## src/fusionPkg.sv

```systemverilog
`default_nettype none

package fusionPkg;

  // data and weight word width
  localparam int dataWidth = 8;
  // operand width of one brick
  localparam int fieldWidth = 2;
  // fields per data or weight word
  localparam int fieldCount = dataWidth / fieldWidth;
  // one brick per data field and weight field pair
  localparam int brickCount = fieldCount * fieldCount;
  // signed result, covers -255*128 up to 255*127
  localparam int resultWidth = 17;
  // brick shift width, largest shift is 12
  localparam int shiftWidth = 4;

  // unsigned activation word
  typedef logic [dataWidth-1:0] data_t;
  // signed weight word
  typedef logic signed [dataWidth-1:0] weight_t;
  // signed result and partial products
  typedef logic signed [resultWidth-1:0] result_t;
  // left shift applied to one brick product
  typedef logic [shiftWidth-1:0] brickShift_t;
  // one bit per brick
  typedef logic [brickCount-1:0] brickMask_t;
  // one bit per weight field
  typedef logic [fieldCount-1:0] fieldMask_t;

  // precision mode, code 00 falls back to mode 2
  typedef enum logic [1:0] {
    modeTwo   = 2'b01,
    modeFour  = 2'b10,
    modeEight = 2'b11
  } precisionMode_t;

endpackage

`default_nettype wire

```

## src/fusionControl.sv

```systemverilog
`timescale 1ns/10ps
`default_nettype none

module fusionControl import fusionPkg::*;
(
  input wire precisionMode_t mode,
  output brickMask_t brickEnable,
  output fieldMask_t fieldSigned,
  output brickShift_t brickShift [brickCount]
);

  // brick index is dataField * fieldCount + weightField
  always_comb
  begin
    int brick;
    brick = 0;
    brickEnable = '0;
    // which weight fields hold a sign bit
    case (mode)
      modeEight: fieldSigned = 4'b1000;
      modeFour:  fieldSigned = 4'b1010;
      // mode 2 and the unused code 00
      default:   fieldSigned = 4'b1111;
    endcase
    for (int i = 0; i < fieldCount; i++)
    begin
      for (int j = 0; j < fieldCount; j++)
      begin
        brick = i * fieldCount + j;
        case (mode)
          modeEight:
          begin
            // full 8x8 grid, weight 4^(i+j)
            brickEnable[brick] = 1'b1;
            brickShift[brick] = brickShift_t'(fieldWidth * (i + j));
          end
          modeFour:
          begin
            // only pairs inside the same nibble lane
            brickEnable[brick] = (i / 2) == (j / 2);
            brickShift[brick] = brickShift_t'(fieldWidth * ((i % 2) + (j % 2)));
          end
          default:
          begin
            // diagonal only, each lane is a plain 2x2 product
            brickEnable[brick] = (i == j);
            brickShift[brick] = '0;
          end
        endcase
      end
    end
    // each mode fuses the whole grid, two 4x4 lanes or four 2x2 lanes
    assert ($countones(brickEnable) inside {4, 8, 16})
      else $error("fusionControl: bad enable count %0d", $countones(brickEnable));
  end

endmodule

`default_nettype wire

```

## src/brickArray.sv

```systemverilog
`timescale 1ns/10ps
`default_nettype none

module brickArray import fusionPkg::*;
(
  input wire data_t d,
  input wire weight_t w,
  input wire brickMask_t brickEnable,
  input wire fieldMask_t fieldSigned,
  input wire brickShift_t brickShift [brickCount],
  output result_t partial [brickCount]
);

  // one 2x2 brick per data field and weight field pair
  for (genvar b = 0; b < brickCount; b++)
  begin : genBrick
    // data field index, selects the column of the grid
    localparam int dataField = b / fieldCount;
    // weight field index, selects the row
    localparam int weightField = b % fieldCount;

    logic [fieldWidth-1:0] dBits;
    logic [fieldWidth-1:0] wBits;
    // operands one bit wider so both fit a signed multiply
    logic signed [fieldWidth:0] dOperand;
    logic signed [fieldWidth:0] wOperand;
    // brick product, -6 up to 9
    logic signed [2*fieldWidth:0] product;
    // product sign-extended to the result width
    result_t extended;

    assign dBits = d[dataField*fieldWidth +: fieldWidth];
    assign wBits = w[weightField*fieldWidth +: fieldWidth];

    // data is always unsigned
    assign dOperand = {1'b0, dBits};
    // only the top field of each weight lane carries the sign
    assign wOperand = {fieldSigned[weightField] & wBits[fieldWidth-1], wBits};

    assign product = dOperand * wOperand;
    assign extended = result_t'(product);

    always_comb
    begin
      // align to the brick's place in the fused word
      if (brickEnable[b])
      begin
        partial[b] = extended << brickShift[b];
      end
      else
      begin
        partial[b] = '0;
      end
      // a masked brick must not leak into another lane's sum
      assert (brickEnable[b] || partial[b] == '0)
        else $error("brickArray: disabled brick %0d is nonzero", b);
    end
  end

endmodule

`default_nettype wire

```

## src/csaTree.sv

```systemverilog
`timescale 1ns/10ps
`default_nettype none

module csaTree import fusionPkg::*;
(
  input wire logic clk,
  input wire logic rstN,
  input wire result_t partial [brickCount],
  output result_t sum,
  output result_t carry
);

  // words left after a number of 3:2 levels
  function automatic int levelSize(input int level);
    int count;
    count = brickCount;
    for (int l = 0; l < level; l++)
    begin
      count = 2 * (count / 3) + count % 3;
    end
    return count;
  endfunction

  // levels needed to get down to two words
  function automatic int treeDepth();
    int depth;
    depth = 0;
    while (levelSize(depth) > 2)
    begin
      depth++;
    end
    return depth;
  endfunction

  // 16 -> 11 -> 8 -> 6 -> 4 -> 3 -> 2
  localparam int levelNum = treeDepth();

  // row l holds the words entering level l
  result_t stage [levelNum+1][brickCount];

  assign stage[0] = partial;

  for (genvar l = 0; l < levelNum; l++)
  begin : genLevel
    localparam int inCount = levelSize(l);
    localparam int outCount = levelSize(l + 1);
    localparam int groupCount = inCount / 3;

    // full adders per bit, carry word moves up one place
    for (genvar g = 0; g < groupCount; g++)
    begin : genCsa
      assign stage[l+1][2*g] = stage[l][3*g] ^ stage[l][3*g+1] ^ stage[l][3*g+2];
      // modulo wrap at the result width, the top carry drops out
      assign stage[l+1][2*g+1] = ((stage[l][3*g] & stage[l][3*g+1])
                                | (stage[l][3*g] & stage[l][3*g+2])
                                | (stage[l][3*g+1] & stage[l][3*g+2])) << 1;
    end

    // leftover words go straight to the next level
    for (genvar g = 0; g < inCount % 3; g++)
    begin : genPass
      assign stage[l+1][2*groupCount+g] = stage[l][3*groupCount+g];
    end

    // unused slots of the row
    for (genvar g = outCount; g < brickCount; g++)
    begin : genIdle
      assign stage[l+1][g] = '0;
    end
  end

  // pipeline stage one
  always_ff @(posedge clk)
  begin
    if (!rstN)
    begin
      sum <= '0;
      carry <= '0;
    end
    else
    begin
      sum <= stage[levelNum][0];
      carry <= stage[levelNum][1];
    end
  end

endmodule

`default_nettype wire

```

## src/lookaheadAdder.sv

```systemverilog
`timescale 1ns/10ps
`default_nettype none

module lookaheadAdder import fusionPkg::*;
(
  input wire logic clk,
  input wire logic rstN,
  input wire result_t sum,
  input wire result_t carry,
  output result_t result
);

  localparam int groupWidth = 4;
  // 17 bits give five groups, the last one mostly padding
  localparam int groupCount = (resultWidth + groupWidth - 1) / groupWidth;
  localparam int paddedWidth = groupCount * groupWidth;

  logic [paddedWidth-1:0] gen;
  logic [paddedWidth-1:0] prop;
  // carry into each bit
  logic [paddedWidth-1:0] bitCarry;
  result_t total;

  // lookahead carries of one group, bit 0 is the group carry-in
  function automatic logic [groupWidth:0] groupCarries(
    input logic [groupWidth-1:0] g,
    input logic [groupWidth-1:0] p,
    input logic cin
  );
    logic [groupWidth:0] c;
    c[0] = cin;
    c[1] = g[0] | (p[0] & cin);
    c[2] = g[1] | (p[1] & g[0]) | (p[1] & p[0] & cin);
    c[3] = g[2] | (p[2] & g[1]) | (p[2] & p[1] & g[0]) | (p[2] & p[1] & p[0] & cin);
    c[4] = g[3] | (p[3] & g[2]) | (p[3] & p[2] & g[1]) | (p[3] & p[2] & p[1] & g[0])
         | (&p & cin);
    return c;
  endfunction

  always_comb
  begin
    logic groupIn;
    logic [groupWidth:0] groupOut;
    // padding bits stay zero
    gen = '0;
    prop = '0;
    gen[resultWidth-1:0] = sum & carry;
    prop[resultWidth-1:0] = sum ^ carry;
    // carry-in of zero, groups ripple into each other
    groupIn = 1'b0;
    for (int n = 0; n < groupCount; n++)
    begin
      groupOut = groupCarries(gen[n*groupWidth +: groupWidth],
                              prop[n*groupWidth +: groupWidth], groupIn);
      bitCarry[n*groupWidth +: groupWidth] = groupOut[groupWidth-1:0];
      groupIn = groupOut[groupWidth];
    end
  end

  assign total = prop[resultWidth-1:0] ^ bitCarry[resultWidth-1:0];

  // pipeline stage two
  always_ff @(posedge clk)
  begin
    if (!rstN)
    begin
      result <= '0;
    end
    else
    begin
      result <= total;
    end
  end

  // both pipeline stages come out of reset clean
  assert property (@(posedge clk) disable iff (!rstN) !$isunknown(result))
    else $error("lookaheadAdder: result is unknown");

endmodule

`default_nettype wire

```

## src/fusionUnit.sv

```systemverilog
`timescale 1ns/10ps
`default_nettype none

module fusionUnit import fusionPkg::*;
(
  input wire logic clk,
  input wire logic rstN,
  input wire data_t d,
  input wire weight_t w,
  input wire precisionMode_t mode,
  output result_t result
);

  // fusion pattern from the mode decoder
  brickMask_t brickEnable;
  fieldMask_t fieldSigned;
  brickShift_t brickShift [brickCount];

  // aligned brick products
  result_t partial [brickCount];

  // carry-save pair between the two pipeline stages
  result_t sum;
  result_t carry;

  fusionControl control
  (
    .mode        (mode),
    .brickEnable (brickEnable),
    .fieldSigned (fieldSigned),
    .brickShift  (brickShift)
  );

  brickArray bricks
  (
    .d           (d),
    .w           (w),
    .brickEnable (brickEnable),
    .fieldSigned (fieldSigned),
    .brickShift  (brickShift),
    .partial     (partial)
  );

  // stage one, registered sum and carry
  csaTree tree
  (
    .clk     (clk),
    .rstN    (rstN),
    .partial (partial),
    .sum     (sum),
    .carry   (carry)
  );

  // stage two, registered result
  lookaheadAdder adder
  (
    .clk    (clk),
    .rstN   (rstN),
    .sum    (sum),
    .carry  (carry),
    .result (result)
  );

endmodule

`default_nettype wire

```

## config.mk

```make
export PLATFORM = sky130hd
export DESIGN_NAME = fusionUnit
export DESIGN_NICKNAME = d
export VERILOG_FILES = /design/src/fusionPkg.sv /design/src/fusionControl.sv /design/src/brickArray.sv /design/src/csaTree.sv /design/src/lookaheadAdder.sv /design/src/fusionUnit.sv
export SDC_FILE = /design/constraint.sdc
export NUM_CORES = 1
export LEC_CHECK = 0
export BUFFER_PORTS_ARGS = -buffer_cell sky130_fd_sc_hd__buf_2
export CORE_ASPECT_RATIO = 1.25
export CORE_UTILIZATION = 56
export CTS_CLUSTER_SIZE = 14
export DETAILED_ROUTE_END_ITERATION = 10
export PLACE_DENSITY = 0.69
export SLEW_MARGIN = 40
export SYNTH_ARGS = -nofsm -noshare
export SYNTH_HDL_FRONTEND = slang
export SYNTH_SLANG_ARGS = --single-unit
```

## constraint.sdc

```tcl
create_clock -name clk -period 8.1 [get_ports clk]
set_clock_uncertainty 0.15 [all_clocks]
set_input_delay 1.215 -clock clk [delete_from_list [all_inputs] [get_ports clk]]
set_output_delay 1.215 -clock clk [all_outputs]
set_load 0.05 [all_outputs]
```

After elaboration in Yosys (flattened, before gate mapping)
Index checks and enable logic that the tools add are counted.
{"block": "totals", "ff_bits": 51, "input_bits": 20, "output_inout_bits": 17}
{"block": "op_classes", "mul": 16, "eq_ne": 2, "n_shift": 15, "muxes": 23, "bitwise": 195, "n_reduce_logical": 4}
{"op": "bitwise AND 16 bit", "count": 41}
{"op": "bitwise XOR 17 bit", "count": 29}
{"op": "OR 16 bit", "count": 28}
{"op": "2-to-1 mux 17 bit", "count": 12}
{"op": "left shift 17 x 3 -> 17 bit", "count": 7}
{"op": "left shift 17 x 4 -> 17 bit", "count": 6}
{"op": "multiplier 3 x 3 -> 5 bit", "count": 16}
{"op": "bitwise AND 1 bit", "count": 57}
{"op": "OR 1 bit", "count": 36}
{"op": "left shift 17 x 2 -> 17 bit", "count": 2}
{"op": "bitwise AND 5 x 16 -> 16 bit", "count": 2}
{"op": "case mux 4 bit (2 select lines)", "count": 3}
{"op": "bitwise XOR 5 x 17 -> 17 bit", "count": 1}
{"op": "case mux 3 bit (2 select lines)", "count": 2}
{"op": "AND reduction 4 bit", "count": 3}
{"op": "2-to-1 mux 3 bit", "count": 2}
{"op": "== test 2 bit, second input constant", "count": 2}
{"op": "2-to-1 mux 4 bit", "count": 1}
{"op": "2-to-1 mux 1 bit", "count": 2}
{"op": "2-to-1 mux 2 bit", "count": 1}
{"op": "OR reduction 2 bit", "count": 1}
{"op": "bitwise AND 1 bit, first input constant", "count": 1}

Longest topological paths before layout
{"block": "logic_depth", "word_depth": 24, "depth_mapped": 26, "ltp_nobuf": 25}

Hierarchy
From an unflattened synthesis, not the netlist that was laid out.
{"block": "unflattened", "cells_unflattened": 2388, "hier_area_um2": 18207.5}
{"mod": "brickArray", "n_inst": 1, "cells_per_inst": 1569, "area_each_um2": 9823.2, "seq_area_each_um2": 0.0}
{"mod": "csaTree", "n_inst": 1, "cells_per_inst": 597, "area_each_um2": 6541.3, "seq_area_each_um2": 640.6}
{"mod": "lookaheadAdder", "n_inst": 1, "cells_per_inst": 136, "area_each_um2": 1218.7, "seq_area_each_um2": 340.3}
{"mod": "fusionControl", "n_inst": 1, "cells_per_inst": 86, "area_each_um2": 624.3, "seq_area_each_um2": 0.0}

Worst setup path before layout
OpenSTA, ideal clock, no wires.
{"block": "synth_path", "path_type": "input port to flip-flop", "start": "input mode[1]", "end": "register tree.sum[16]", "setup_ns": 0.115, "arrival_time_ns": 6.984, "path_slack_ns": 0.851, "path_stages": 23, "cell_sequence": "inv_1 > clkbuf_1 > nand2_1 > nor2_1 > ha_1 > fa_1 > ha_1 > xor2_1 > xnor2_1 > fa_1 > fa_1 > inv_1 > fa_1 > inv_1 > fa_1 > inv_1 > fa_1 > xor2_1 > xnor2_1 > xnor2_1 > xnor2_1 > xnor3_1 > and2_1"}
{"block": "synth_between", "elab_chain_cells": 23}
{"item": "start, declared", "line_no": "fusionUnit.sv:10", "source": "input wire precisionMode_t mode,"}
{"item": "== test 2 bit", "line_no": "fusionControl.sv:19, fusionControl.sv:30"}
{"item": "case mux 3 bit (2 select lines)", "line_no": "fusionControl.sv:19", "source": "case (mode)"}
{"item": "bitwise AND 1 bit", "line_no": "brickArray.sv:38", "source": "assign wOperand = {fieldSigned[weightField] & wBits[fieldWidth-1], wBits};"}
{"item": "multiplier 3 x 3 -> 5 bit", "line_no": "brickArray.sv:40", "source": "assign product = dOperand * wOperand;"}
{"item": "left shift 17 x 3 -> 17 bit or left shift 17 x 2 -> 17 bit (tied branches)", "line_no": "brickArray.sv:48", "source": "partial[b] = extended << brickShift[b];"}
{"item": "2-to-1 mux 17 bit", "line_no": "brickArray.sv:46", "source": "if (brickEnable[b])"}
{"item": "bitwise AND 5 x 16 -> 16 bit, on equally long branches", "line_no": "csaTree.sv:55, csaTree.sv:54"}
{"item": "OR 16 bit", "line_no": "csaTree.sv:55", "source": "| (stage[l][3*g] & stage[l][3*g+2])"}
{"item": "[... 7 more ...]"}
{"item": "bitwise AND 16 bit", "line_no": "csaTree.sv:54", "source": "assign stage[l+1][2*g+1] = ((stage[l][3*g] & stage[l][3*g+1])"}
{"item": "OR 16 bit", "line_no": "csaTree.sv:55"}
{"item": "OR 16 bit", "line_no": "csaTree.sv:56", "source": "| (stage[l][3*g+1] & stage[l][3*g+2])) << 1;"}
{"item": "bitwise AND 16 bit", "line_no": "csaTree.sv:54"}
{"item": "OR 16 bit", "line_no": "csaTree.sv:55"}
{"item": "OR 16 bit", "line_no": "csaTree.sv:56"}
{"item": "bitwise XOR 17 bit", "line_no": "csaTree.sv:52", "source": "assign stage[l+1][2*g] = stage[l][3*g] ^ stage[l][3*g+1] ^ stage[l][3*g+2];"}
{"item": "bitwise XOR 17 bit (*)", "line_no": "csaTree.sv:52"}
{"item": "end signal, assigned", "line_no": "csaTree.sv:82", "source": "sum <= stage[levelNum][0];"}
{"item": "end, declared", "line_no": "csaTree.sv:9", "source": "output result_t sum,"}
Every way passes the cells marked *; elsewhere a longest branch is shown, timed or not.
A chain may end at the register's enable or synchronous reset.

Worst setup path after layout
{"block": "layout_path", "start": "input w[7]", "end": "register tree.sum[16]"}
{"block": "layout_between", "elab_chain_cells": 20}
{"item": "start, declared", "line_no": "fusionUnit.sv:9", "source": "input wire weight_t w,"}
{"item": "bitwise AND 1 bit", "line_no": "brickArray.sv:38"}
{"item": "multiplier 3 x 3 -> 5 bit", "line_no": "brickArray.sv:40"}
{"item": "left shift 17 x 4 -> 17 bit or left shift 17 x 3 -> 17 bit (tied branches)", "line_no": "brickArray.sv:48"}
{"item": "2-to-1 mux 17 bit", "line_no": "brickArray.sv:46"}
{"item": "bitwise AND 16 bit, or another cell as far along", "line_no": "csaTree.sv:54"}
{"item": "OR 16 bit or bitwise XOR 17 bit (tied branches)", "line_no": "csaTree.sv:55, csaTree.sv:52"}
{"item": "OR 16 bit or bitwise AND 16 bit (tied branches)", "line_no": "csaTree.sv:56, csaTree.sv:55"}
{"item": "bitwise AND 16 bit, or another cell as far along", "line_no": "csaTree.sv:55"}
{"item": "[... 4 more ...]"}
{"item": "bitwise AND 16 bit, or another cell as far along", "line_no": "csaTree.sv:55"}
{"item": "OR 16 bit or bitwise XOR 17 bit (tied branches)", "line_no": "csaTree.sv:55, csaTree.sv:52"}
{"item": "OR 16 bit or bitwise XOR 17 bit (tied branches)", "line_no": "csaTree.sv:56, csaTree.sv:52"}
{"item": "bitwise AND 16 bit, on equally long branches", "line_no": "csaTree.sv:54, csaTree.sv:55"}
{"item": "OR 16 bit", "line_no": "csaTree.sv:55"}
{"item": "OR 16 bit", "line_no": "csaTree.sv:56"}
{"item": "bitwise XOR 17 bit", "line_no": "csaTree.sv:52"}
{"item": "bitwise XOR 17 bit (*)", "line_no": "csaTree.sv:52"}
Marked as above.

==> impl_metrics.py <==
metrics = {
    "cts": {
        "cts_buffers": 5,
        "worstSkewPairLatency_ps": 280,
        "ctsLongestPathBuffers": 2,
        "cts_num_sinks": 49,
        "ctsRootBufferMaster": "clkbuf_16",
        "cts_tree": "done",
        "cts_hold_buf": 0,
        "htreeDepth": 2,
        "path_clk_slew_ps": 70,
        "cts_setup_buffers": 0,
        "cts_resized": 0,
    },
    "grt": {
        "grtUsageTotal_pct": 26.1,
        "top_usage_layer": "met2",
        "antenna_found_initial": 1,
        "met2_usage_pct": 46.8,
        "grt_util_met1_pct": 31.2,
        "gr-total-overflow": 0,
        "use_met3_pct": 3.05,
        "grt_max_degree": 44,
        "grt_pass1_wl_um": 32900,
        "first_global_vias": 6704,
    },
    "yosys": {
        "ys_ff_latch": 49,
        "yosysMostFrequentCell": "inv_1",
        "synth_edf_count": 0,
        "yosys_warnings": 0,
        "synthesis.area_um2": 9170,
        "ys_seq_area_share_pct": 10.7,
        "synthTopCellsByArea": "fa_1 (45%), ha_1 (12%), dfxtp_1 (11%)",
        "async_reset_ff_share_pct": 0,
        "synth_cells": 928,
        "synth_top_flop_cell": "dfxtp_1",
        "synth_commonest_cells": "inv_1 (207), fa_1 (205), and2_1 (96), ha_1 (87), nor2_1 (66)",
        "synth_top_area_cell": "fa_1",
        "yosysTopAreaCellShare_pct": 44.8,
        "synthDistinctLibCells": 41,
        "syn_avg_cell_area_um2": 9.88,
    },
    "timing": {
        "max_slew_margin_pct": 52.9,
        "hold_viol_final": 0,
        "min_period_ps": 7300,
        "finalMaxSlewViolations": 0,
        "period_share_pct": 90.1,
        "fmax_mhz": 137,
        "setup_tns_ps": 0,
        "setup_viol": 0,
        "max_slew.worst_pin.slew_ps": 703,
        "rsz0062_at_grt": "no",
    },
    "floorplan": {
        "ios": 37,
        "die_x_um": 116,
        "coreArea_um2": 15800,
        "die-area_um2": 16900,
        "die_y_um": 145,
        "row_count": 51,
        "initial_core_util_pct": 58.2,
    },
    "routing": {
        "wl_um": 19600,
        "viasPerCell": 5.01,
        "drc_errors": 0,
        "routedWlPerCell_um": 16.2,
        "drtPass1Iterations": 5,
        "vias": 6043,
        "first_iter_violations": 316,
        "ant_nets": 0,
    },
    "critical_path": {
        "critPathRequiredTime_ps": 8130,
        "critical_path_arrival_ps": 7330,
        "crit_type": "in2reg",
        "cp-start-kind": "input pin",
        "endpoint_kind": "flop",
        "crit_fanout": 14,
    },
    "pwr": {
        "powerDensity_nw_per_um2": 247,
        "p_int_mw": 1.30,
        "p_clk_share_pct": 9.6,
        "netSwitchingPower_mw": 1.14,
        "swShare_pct": 46.6,
        "combPwrFrac_pct": 75.2,
        "vdd_drop_max_mv": 0.153,
        "p_seq_share_pct": 15.2,
        "p_leak_nw": 5.18,
    },
    "layout": {
        "fillers": 1399,
        "n_antenna_cell": 0,
        "drive_gt1_share_pct": 5.93,
        "synthToLayoutAreaGrowth_pct": 7.85,
        "nNetsFinal": 1306,
        "stdcell_count": 1207,
    },
    "status": {
        "run_status": "completed",
    },
    "placement": {
        "place.gp.congestion": 0.932,
        "port_buffers": 36,
        "dp.cells": 1199,
        "hpwl_um": 16800,
    },
    "flow_run": {
        "max_cap_viol_count": 0,
    },
    "hold_path": {
        "holdCritPathClass": "reg2reg",
    },
}
power groups by stage:
stage | registers (mW) | logic, mW | clock network [mW]
final | 0.370 | 1.83 | 0.235
after floorplan | 0.483 | 1.29 | 0
after detailed placement | 0.377 | 1.89 | 0
after global routing | 0.381 | 2.19 | 0.251
after CTS | 0.372 | 1.89 | 0.239
after global placement | 0.375 | 1.84 | 0
cells in the final DEF (no fill, tap or decap), types with 5 or more instances in the layout:
| cell | instances |
|---|---|
| xnor2_1 | 38 |
| and2_1 | 96 |
| nor3_1 | 8 |
| inv_1 | 207 |
| buf_4 | 7 |
| and3_1 | 30 |
| xor2_1 | 9 |
| o21a_1 | 5 |
| buf_2 | 36 |
| ha_1 | 87 |
| clkbuf_16 | 5 |
| fa_1 | 205 |
| conb_1 | 49 |
| nor2_1 | 66 |
| nand2_1 | 26 |
| dfxtp_1 | 49 |
| a21o_1 | 7 |
| a21oi_1 | 15 |
| o21ai_0 | 9 |
area by class of cell:
cell class | count | area (µm²) | share of cell area [%]
multi-input cells | 687 | 7460 | 75.4
well taps | 212 | 265 | 2.68
repair buffers | 43 | 233 | 2.35
clock inverters | 3 | 43.8 | 0.443
clock buffers | 5 | 125 | 1.27
flip-flops and latches | 49 | 981 | 9.92
inverters | 208 | 781 | 7.90
worst max-delay path: stages:
cell and delay (ps):
buf_2 170, inv_1 440, nor2_1 90, ha_1 300, inv_1 50, fa_1 350, inv_1 60, ha_1 150
xnor2_1 140, xnor2_1 140, nand2_1 100, nor2_1 400, inv_1 250, nand2_1 150, fa_1 410, fa_1 420
fa_1 550, inv_1 60, fa_1 450, fa_1 430, xor2_1 170, xnor2_1 180, xnor2_1 150, xnor2_1 140
xnor3_1 220, and2_1 150
stage by stage:
| stage | power [mW] | utilization, % | worst slack [ps] | hold slack [ps] | instance area [µm²] |
|---|---|---|---|---|---|
| 4_1_cts | 2.50 | 62.7 | 826 | 286 | 9890 |
| 5_1_grt | 2.82 | 62.7 | 329 | 295 | 9890 |
| 6_report | 2.44 | 62.7 | 801 | 283 | 9890 |
| 2_1_floorplan | 1.78 | - | 851 | 262 | 9340 |
| 3_5_place_dp | 2.26 | 61.6 | 526 | 270 | 9720 |
| 3_3_place_gp | 2.21 | 61.6 | 587 | 266 | 9720 |
cells by family (layout without fill, tap and decap cells):
logic type	Yosys count	after routing	share of synthesized area, %
AND/OR/NAND/NOR	247	247	14.3
XOR/XNOR	49	49	4.91
other	2	49	0.0819
buffers and inverters	239	259	9.87
adder cells (fa/ha/maj)	292	292	56.6
flip-flops	49	49	10.7
AO/OA/AOI/OAI	50	50	3.47
layer usage:
metal | share of wire [%] | routed length (µm)
met1 | 38 | 7480
met2 | 53 | 10400
met3 | 4.5 | 880
met4 | 4.4 | 864
met5 | 0 | 0
final timing paths:
check                           endpoint  slack, ps  cells after the start                      from
max              tree.sum[16]$_SDFF_PN0_        800                     26                      w[7]
max reg2reg  adder.result[13]$_SDFF_PN0_       5680                     10  tree.carry[2]$_SDFF_PN0_
min reg2reg   adder.result[1]$_SDFF_PN0_        280                      1    tree.sum[1]$_SDFF_PN0_
min           adder.result[1]$_SDFF_PN0_        280                      1    tree.sum[1]$_SDFF_PN0_
registers in the layout, indices dropped and copies added (netlist names):
signal / count
adder.result: 17
tree.carry: 15
tree.sum: 17
No activity file was read; power rests on OpenSTA's default activity.
